==> config.mk <==
export PLATFORM = sky130hd
export DESIGN_NAME = id_ex_stage
export DESIGN_NICKNAME = d
export VERILOG_FILES = /design/src/mips_pkg.sv /design/src/control_unit.sv /design/src/register_file.sv /design/src/hazard_unit.sv /design/src/id_ex_stage.sv
export VERILOG_INCLUDE_DIRS = /design/src /design/src/src
export SDC_FILE = /design/constraint.sdc
export NUM_CORES = 2
export LEC_CHECK = 0
export BUFFER_PORTS_ARGS = -buffer_cell sky130_fd_sc_hd__buf_2
export CORE_MARGIN = 10
export CORE_UTILIZATION = 38
export DETAILED_ROUTE_END_ITERATION = 6
export GPL_TIMING_DRIVEN = 0
export PLACE_DENSITY = 0.55
export SLEW_MARGIN = 10
export SYNTH_ARGS = -nofsm -noshare
export SYNTH_HDL_FRONTEND = slang
export SYNTH_SLANG_ARGS = --single-unit
==> constraint.sdc <==
create_clock -name clk -period 2.06 [get_ports clk]
set_input_delay 0.206 -clock clk [delete_from_list [all_inputs] [get_ports clk]]
set_output_delay 0.206 -clock clk [all_outputs]
set_load 0.02 [all_outputs]
==> src/mips_config.svh <==
`ifndef MIPS_CONFIG_SVH
`define MIPS_CONFIG_SVH

// datapath sizes
`define MIPS_DATA_W     32 // data word
`define MIPS_REG_ADDR_W 5  // register index
`define MIPS_REG_COUNT  32 // architectural registers

// primary opcodes in instr[31:26]
`define OP_RTYPE 6'h00 // alu op picked by funct
`define OP_J     6'h02
`define OP_JAL   6'h03
`define OP_BEQ   6'h04
`define OP_BNE   6'h05
`define OP_ADDI  6'h08
`define OP_SLTI  6'h0a
`define OP_ANDI  6'h0c
`define OP_ORI   6'h0d
`define OP_LUI   6'h0f
`define OP_LW    6'h23
`define OP_SW    6'h2b

// funct codes in instr[5:0] for r-type
`define FN_SLL 6'h00
`define FN_SRL 6'h02
`define FN_JR  6'h08
`define FN_ADD 6'h20
`define FN_SUB 6'h22
`define FN_AND 6'h24
`define FN_OR  6'h25
`define FN_SLT 6'h2a

`endif

==> src/mips_pkg.sv <==
`include "mips_config.svh"

package mips_pkg;

	////////////////////////////////////////
	// instruction word views
	////////////////////////////////////////

	typedef struct packed
	{
		logic [5:0]                  opcode;
		logic [`MIPS_REG_ADDR_W-1:0] rs;
		logic [`MIPS_REG_ADDR_W-1:0] rt;
		logic [`MIPS_REG_ADDR_W-1:0] rd;
		logic [4:0]                  shamt; // shift amount for sll/srl
		logic [5:0]                  funct;
	} instr_r_t;

	typedef struct packed
	{
		logic [5:0]                  opcode;
		logic [`MIPS_REG_ADDR_W-1:0] rs;
		logic [`MIPS_REG_ADDR_W-1:0] rt;
		logic [15:0]                 imm; // sign extended in decode
	} instr_i_t;

	typedef struct packed
	{
		logic [5:0]  opcode;
		logic [25:0] target; // word index inside the 256MB region
	} instr_j_t;

	// same 32 bits, three field layouts
	typedef union packed
	{
		instr_r_t r;
		instr_i_t i;
		instr_j_t j;
	} instr_u;

	////////////////////////////////////////
	// control groups
	////////////////////////////////////////

	typedef enum logic [3:0]
	{
		alu_add = 4'd0, // also address calc for lw/sw
		alu_sub = 4'd1, // beq/bne compare
		alu_and = 4'd2,
		alu_or  = 4'd3,
		alu_slt = 4'd4,
		alu_sll = 4'd5,
		alu_srl = 4'd6,
		alu_lui = 4'd7  // imm into upper half
	} alu_op_e;

	// consumed in execute
	typedef struct packed
	{
		logic    reg_dst;       // write rd instead of rt
		logic    alu_src;       // second operand is the immediate
		alu_op_e alu_op;
		logic    branch;
		logic    branch_ne;     // invert the zero test
		logic    jump;
		logic    jump_register;
		logic    link;          // jal writes the return address
	} exec_ctrl_t;

	typedef struct packed
	{
		logic mem_read;
		logic mem_write;
	} mem_ctrl_t;

	typedef struct packed
	{
		logic reg_write;
		logic mem_to_reg; // load data instead of alu result
	} wb_ctrl_t;

	typedef struct packed
	{
		exec_ctrl_t exec;
		mem_ctrl_t  mem;
		wb_ctrl_t   wb;
	} ctrl_t;

	// write request coming back from the write-back stage
	typedef struct packed
	{
		logic                        reg_write;
		logic [`MIPS_REG_ADDR_W-1:0] addr;
		logic [`MIPS_DATA_W-1:0]     data;
	} wb_port_t;

	// contents of the id/ex pipeline register
	typedef struct packed
	{
		logic [`MIPS_DATA_W-1:0]     pc_branch; // pc+4 for the branch adder
		logic [`MIPS_DATA_W-1:0]     sign_ext;
		logic [`MIPS_REG_ADDR_W-1:0] rs;
		logic [`MIPS_REG_ADDR_W-1:0] rt;
		logic [`MIPS_REG_ADDR_W-1:0] rd;
		logic [4:0]                  shamt;
		ctrl_t                       ctrl;
		logic                        halt;
	} id_ex_t;

endpackage

==> src/control_unit.sv <==
`timescale 1ns/1ps
`include "mips_config.svh"

module control_unit
	import mips_pkg::*;
(
	input  logic [5:0] opcode,
	input  logic [5:0] funct,
	output ctrl_t      ctrl
);

	alu_op_e r_op;    // alu op of an r-type
	logic    r_valid; // funct is one we know

	////////////////////////////////////////
	// r-type funct decode
	////////////////////////////////////////

	always_comb
	begin
		r_op    = alu_add;
		r_valid = 1'b1;
		case (funct)
			`FN_ADD: r_op = alu_add;
			`FN_SUB: r_op = alu_sub;
			`FN_AND: r_op = alu_and;
			`FN_OR:  r_op = alu_or;
			`FN_SLT: r_op = alu_slt;
			`FN_SLL: r_op = alu_sll;
			`FN_SRL: r_op = alu_srl;
			default: r_valid = 1'b0; // jr and unknown codes land here
		endcase
	end

	////////////////////////////////////////
	// opcode decode
	////////////////////////////////////////

	always_comb
	begin
		ctrl = '0; // unknown opcodes leave everything off
		case (opcode)
			`OP_RTYPE:
			begin
				if (funct == `FN_JR)
					ctrl.exec.jump_register = 1'b1; // no write back for jr
				else if (r_valid)
				begin
					ctrl.exec.reg_dst  = 1'b1;
					ctrl.exec.alu_op   = r_op;
					ctrl.wb.reg_write  = 1'b1;
				end
			end
			`OP_LW:
			begin
				ctrl.exec.alu_src  = 1'b1; // base + offset
				ctrl.exec.alu_op   = alu_add;
				ctrl.mem.mem_read  = 1'b1;
				ctrl.wb.reg_write  = 1'b1;
				ctrl.wb.mem_to_reg = 1'b1;
			end
			`OP_SW:
			begin
				ctrl.exec.alu_src  = 1'b1;
				ctrl.exec.alu_op   = alu_add;
				ctrl.mem.mem_write = 1'b1;
			end
			`OP_BEQ:
			begin
				ctrl.exec.branch = 1'b1;
				ctrl.exec.alu_op = alu_sub; // zero flag decides
			end
			`OP_BNE:
			begin
				ctrl.exec.branch    = 1'b1;
				ctrl.exec.branch_ne = 1'b1;
				ctrl.exec.alu_op    = alu_sub;
			end
			`OP_ADDI,
			`OP_SLTI,
			`OP_ANDI,
			`OP_ORI,
			`OP_LUI:
			begin
				// immediate alu ops share everything but the op
				ctrl.exec.alu_src = 1'b1;
				ctrl.wb.reg_write = 1'b1;
				case (opcode)
					`OP_SLTI: ctrl.exec.alu_op = alu_slt;
					`OP_ANDI: ctrl.exec.alu_op = alu_and;
					`OP_ORI:  ctrl.exec.alu_op = alu_or;
					`OP_LUI:  ctrl.exec.alu_op = alu_lui;
					default:  ctrl.exec.alu_op = alu_add; // addi
				endcase
			end
			`OP_J:   ctrl.exec.jump = 1'b1;
			`OP_JAL:
			begin
				ctrl.exec.jump    = 1'b1;
				ctrl.exec.link    = 1'b1; // return address into r31
				ctrl.wb.reg_write = 1'b1;
			end
			default: ctrl = '0;
		endcase
	end

endmodule

==> src/register_file.sv <==
`timescale 1ns/1ps
`include "mips_config.svh"

module register_file
	import mips_pkg::*;
(
	input  logic                        clk,
	input  logic                        reset,
	input  wb_port_t                    wb,      // write port owned by write back
	input  logic [`MIPS_REG_ADDR_W-1:0] rs_addr,
	input  logic [`MIPS_REG_ADDR_W-1:0] rt_addr,
	output logic [`MIPS_DATA_W-1:0]     rs_data,
	output logic [`MIPS_DATA_W-1:0]     rt_data
);

	logic [`MIPS_DATA_W-1:0] regs [`MIPS_REG_COUNT];

	// one read port
	// r0 is hardwired and a same-cycle write is bypassed
	function automatic logic [`MIPS_DATA_W-1:0] read_reg(
		input logic [`MIPS_REG_ADDR_W-1:0] addr
	);
		logic [`MIPS_DATA_W-1:0] value;
		if (addr == '0)
			value = '0;
		else if (wb.reg_write && (wb.addr == addr))
			value = wb.data; // result retiring this cycle
		else
			value = regs[addr];
		return value;
	endfunction

	////////////////////////////////////////
	// write port
	////////////////////////////////////////

	always_ff @(posedge clk)
	begin
		if (reset)
		begin
			for (int i = 0; i < `MIPS_REG_COUNT; i++)
				regs[i] <= '0;
		end
		else if (wb.reg_write && (wb.addr != '0))
			regs[wb.addr] <= wb.data; // r0 never written
	end

	////////////////////////////////////////
	// read ports
	////////////////////////////////////////

	always_comb
	begin
		rs_data = read_reg(rs_addr);
		rt_data = read_reg(rt_addr);
	end

endmodule

==> src/hazard_unit.sv <==
`timescale 1ns/1ps
`include "mips_config.svh"

// load-use check between the load sitting in id/ex and the
// instruction now in decode
module hazard_unit
(
	input  logic                        ex_mem_read, // id/ex holds a load
	input  logic [`MIPS_REG_ADDR_W-1:0] ex_rt,       // load destination
	input  logic [`MIPS_REG_ADDR_W-1:0] rs,
	input  logic [`MIPS_REG_ADDR_W-1:0] rt,
	output logic                        hazard
);

	logic rs_match;
	logic rt_match;

	assign rs_match = (ex_rt == rs);
	assign rt_match = (ex_rt == rt);

	// data is only ready after mem
	// so one bubble covers the gap
	assign hazard = ex_mem_read && (rs_match || rt_match);

endmodule

==> src/id_ex_stage.sv <==
`timescale 1ns/1ps
`include "mips_config.svh"

module id_ex_stage
	import mips_pkg::*;
(
	input  logic                    clk,
	input  logic                    reset,
	input  logic [`MIPS_DATA_W-1:0] pc_branch,     // pc+4 from if/id
	input  instr_u                  instruction,
	input  wb_port_t                wb,            // retiring write back result
	input  logic                    flush,         // squash the decode slot
	input  logic                    halt,
	output id_ex_t                  id_ex,
	output logic [`MIPS_DATA_W-1:0] reg1,          // rs data
	output logic [`MIPS_DATA_W-1:0] reg2,          // rt data
	output logic [`MIPS_DATA_W-1:0] jump_target,
	output logic                    jump,
	output logic                    jump_register,
	output logic                    stall          // hold if/id one cycle
);

	ctrl_t                   dec_ctrl; // control for the current instruction
	logic [`MIPS_DATA_W-1:0] rs_data;
	logic [`MIPS_DATA_W-1:0] rt_data;
	logic                    hazard;
	id_ex_t                  id_ex_next;

	////////////////////////////////////////
	// decode blocks
	////////////////////////////////////////

	control_unit control_i
	(
		.opcode (instruction.r.opcode),
		.funct  (instruction.r.funct),
		.ctrl   (dec_ctrl)
	);

	register_file regfile_i
	(
		.clk     (clk),
		.reset   (reset),
		.wb      (wb),
		.rs_addr (instruction.r.rs),
		.rt_addr (instruction.r.rt),
		.rs_data (rs_data),
		.rt_data (rt_data)
	);

	// compares against what already sits in id/ex
	hazard_unit hazard_i
	(
		.ex_mem_read (id_ex.ctrl.mem.mem_read),
		.ex_rt       (id_ex.rt),
		.rs          (instruction.r.rs),
		.rt          (instruction.r.rt),
		.hazard      (hazard)
	);

	////////////////////////////////////////
	// combinational outputs
	////////////////////////////////////////

	// all of these go quiet while the slot is flushed
	assign reg1          = flush ? '0 : rs_data;
	assign reg2          = flush ? '0 : rt_data;
	assign jump          = flush ? 1'b0 : dec_ctrl.exec.jump;
	assign jump_register = flush ? 1'b0 : dec_ctrl.exec.jump_register;
	assign stall         = flush ? 1'b0 : hazard;

	// pseudo-direct target inside the current 256MB region
	assign jump_target = flush ? '0 :
		{pc_branch[`MIPS_DATA_W-1 -: 4], instruction.j.target, 2'b00};

	////////////////////////////////////////
	// id/ex register
	////////////////////////////////////////

	always_comb
	begin
		id_ex_next.pc_branch = pc_branch;
		id_ex_next.sign_ext  = {{(`MIPS_DATA_W-16){instruction.i.imm[15]}},
			instruction.i.imm};
		id_ex_next.rs        = instruction.r.rs;
		id_ex_next.rt        = instruction.r.rt;
		id_ex_next.rd        = instruction.r.rd;
		id_ex_next.shamt     = instruction.r.shamt;
		id_ex_next.ctrl      = hazard ? '0 : dec_ctrl; // bubble on load-use
		id_ex_next.halt      = halt;
		if (flush)
		begin
			id_ex_next      = '0;
			id_ex_next.halt = halt; // halt is never squashed
		end
	end

	always_ff @(posedge clk)
	begin
		if (reset)
			id_ex <= '0; // no control bit live after reset
		else
			id_ex <= id_ex_next;
	end

endmodule

==> run_results.csv <==
group,metric,value,unit
finish,seq_area,32200,um^2
clock_network,cts_root_buffer,"clkbuf_16",
timing,rsz0062_at_grt,"true",
synth,yosysSeqAreaShare,54.6,%
setup_path,r2r-start,"id_ex[27]$_SDFF_PP0_",
finish,areaGrowthSynthToFinish,24.1,%
placed_design,dp_hpwl,201000,um
routing,vias,47000,
timing,fin_ws,-855,ps
job,maxCapViolCount,0,
routing,first_pass_iters,6,
timing,slew_viol_final,0,
setup_path,critical_path.max_fanout,10,
grt,antenna_found_initial,26,
grt,grt_overflow,0,
die,start_util,38.2,%
die,core_area,154000,um^2
clock_network,clock_tree.htree_level_count,4,
die,dieHeight,414,um
synth,synth_area_leaders,"edfxtp_1 52%, mux2i_1 16%, and2_1 11%",
setup_path,cp_cell_sequence,"buf_2 > buf_2 > clkbuf_4 > mux4_2 > mux2i_4 > o22ai_2 > o221a_4 > buf_6",
pwr,power,59.8,mW
setup_path,start_kind,"input pin",
worst_hold_path,hold_end,"id_ex[14]$_SDFF_PP0_",
setup_path,ff2ff_setup_slack,290,ps
die,core.rowCount,144,
placed_design,place_area,63100,um^2
synth,syn_avg_cell_area,12.3,um^2
grt,first_global_vias,45100,
clock_network,clockBufferDepth,3,
pwr,p_leak,28.0,nW
timing,worst_pin_slew,1270,ps
synth,synth_cell_type_count,50,
status,violations,"negative hold slack, negative setup slack",
finish,n_fill_cell,13800,
routing,wl_met2,124000,um
clock_network,cts_buffers,131,
placed_design,gp_congestion,1.01,
die,dieArea,171000,um^2
synth,ys_ff_latch,1096,
synth,synth_warnings,0,
worst_hold_path,hold_depth,4,
status,status,"finished, violations left",
routing,drt-total-wl,296000,um
timing,period_share,142,%
synth,syn-cell-area,58900,um^2
placed_design,dp_cells,7145,
clock_network,cts_num_sinks,1096,
grt,grt_max_degree,33,
timing,max-slew-margin-rel,15.6,%
clock_network,worstSkewPairLatency,800,ps
setup_path,cpPeakStageDelay,440,ps
routing,viasPerCell,6.23,
pwr,ir_worst_vdd,957,uV
routing,wl_met3,38700,um
timing,period_minus_slack,2920,ps
finish,fin_nets,5484,
finish,stdcell_area,73100,um^2
setup_path,slowest_stage,"buf_2",
routing,drt_iter0_drc,7352,
setup_path,r2r_cells,6,
finish,multi_input_area,27100,um^2
timing,finalHoldViolations,1,
worst_hold_path,hp-class,"input pin to register",
die,io_pins,305,
routing,drc,0,
setup_path,crit_path_end_kind,"primary output",
finish,drive_gt1_share,24.5,%
finish,fin_cells,7536,
setup_path,crit_type,"input pin to primary output",
timing,whs,-7.49,ps
setup_path,critPathLaunch,"instruction[17]",
worst_hold_path,hold_start,"instruction[31]",
timing,setup_tns,-56470,ps
clock_network,cts_tree,"done",
timing,setup_viol,413,
placed_design,io_buffer_count,284,
setup_path,r2r-end,"id_ex[3]$_SDFF_PP0_",
routing,postRouteAntennaNets,0,
routing,topRoutingLayerUsed,"met5",
clock_network,cts.clk_slew.worst_paths,60,ps
pwr,power_density,818,nW/um^2
setup_path,crit_arrival,2710,ps
synth,synth_area_leader_cell,"edfxtp_1",
setup_path,critPathMostFrequentCell,"buf_2",
timing,timing.fmax,343,MHz
grt,grt_use_total,33.1,%
timing,skew,8.51,ps
synth,netlist.area_leader.share,52.2,%
grt,grt_first_pass_wirelength,386000,um
routing,drt-met1-wl,109000,um
setup_path,worstPathRequired,1850,ps
die,fp.dieW,414,um
synth,synthCells,4782,
routing,drt-wirelength-per-cell,39.3,um
[cells in the final DEF, fill, tap and decap left out, types with 12 or more instances in the layout]
| cell | n |
|---|---|
| and2_1 | 1037 |
| edfxtp_1 | 1024 |
| mux2i_1 | 885 |
| a22oi_1 | 366 |
| buf_2 | 238 |
| clkbuf_1 | 206 |
| clkbuf_16 | 136 |
| buf_6 | 133 |
| a21oi_1 | 130 |
| buf_4 | 97 |
| dlygate4sd3_1 | 97 |
| a22oi_2 | 67 |
| dfxtp_1 | 66 |
| a21oi_2 | 63 |
| mux4_2 | 56 |
| clkbuf_2 | 55 |
| nor2b_1 | 52 |
| nand3_1 | 47 |
| nor2_4 | 46 |
| nor2_1 | 42 |
| or2_4 | 41 |
| nand2_1 | 38 |
| mux2i_2 | 38 |
| nor2_2 | 38 |
| conb_1 | 35 |
| a21oi_4 | 34 |
| buf_12 | 30 |
| clkbuf_4 | 30 |
| buf_8 | 28 |
| clkinv_1 | 27 |
| clkbuf_8 | 26 |
| a32o_2 | 26 |
| clkinv_2 | 20 |
| mux2i_4 | 17 |
| xnor2_1 | 15 |
| o221a_4 | 13 |
| nor3_2 | 13 |
| a22o_1 | 13 |
| or2_2 | 12 |
[how the worst max path moves through the flow]
stage / to / slack, ps
finish: reg2[16] / -860
global route: reg2[16] / -840
detailed placement: reg2[14] / -2230
global placement: reg2[14] / -2230
floorplan: regfile_i.regs[28][0]$_SDFFCE_PN0P_ / 100
CTS: reg2[18] / -830
[through the flow]
step / setup WS, ps / util (%)
2_1_floorplan: 103 / -
3_3_place_gp: -2230 / 40.9
3_5_place_dp: -2230 / 40.9
4_1_cts: -825 / 46.8
5_1_grt: -839 / 47.4
6_report: -855 / 47.5
[timing repair]
| item | CTS | global route |
|---|---|---|
| setup buffers | 15 | 11 |
| pin swaps | 220 | 140 |
| endpoints found under the setup margin | 1169 | 676 |
| gates cloned | 10 | 12 |
| resized for setup | 1036 | 222 |
| hold buffers | 94 | 5 |
| hold endpoints to repair | 96 | 7 |
[layer usage]
layer  global-route usage, %  vias up
li1                        -    18900
met1                    41.0    23600
met2                    48.6     3571
met3                    11.7      948
met4                    21.4       14
met5                       0        -
[critical path: cells and delay by family]
kind,cells,cell delay (ps)
buf+inv,4,1280
mux,2,750
compound gates,2,460
[sequential cells by signal, indices dropped and copies added, names as in the netlist]
signal / cells
regfile_i.regs: 1024
id_ex: 72
[cell usage after synthesis, drive strengths merged]
cell,count
and2,1037
edfxtp,1024
mux2i,940
a22oi,433
clkbuf,297
a21oi,227
buf,213
nor2,126
dfxtp,72
mux4,56
nor2b,53
nand3,52
nand2,39
or2,34
nor3,30
a32o,27
a22o,23
xnor2,18
o22ai,15
o221a,14
nand3b,7
o21ai,7
nand2b,5
nor4,5
inv,4
xor2,4
a2111oi,2
and3,2
nand4,2
nor3b,2
or3,2
a211o,1
a211oi,1
a21boi,1
a21o,1
and3b,1
conb,1
nor4b,1
o2111ai,1
o41a,1
or3b,1
[power breakdown]
part | switching [mW] | internal, mW
Combinational | 6.40 | 3.28
Clock | 10.2 | 13.8
Sequential | 0.634 | 25.5
Total | 17.2 | 42.6
[kinds of logic after synthesis]
family	after synthesis	synth area share [%]
xor gates and xnor gates	22	0.327
buffers and inverters	514	3.98
DFF	1096	54.6
AOI/OAI and AO/OA	754	8.86
muxes	996	18.1
and+or+nand+nor	1399	14.1
other	1	0.00637
[area by class of cell]
cell class	instances	share of cell area [%]
flip-flops and latches	1096	44.1
multi-input cells	3228	37.0
plain buffers	509	5.28
clock buffers	165	4.94
repair buffers	408	4.19
well taps	2044	3.50
clock inverters	73	0.957
diodes	9	0.0308
inverters	4	0.0205
Note: power is estimated with default switching activity, not from simulation.
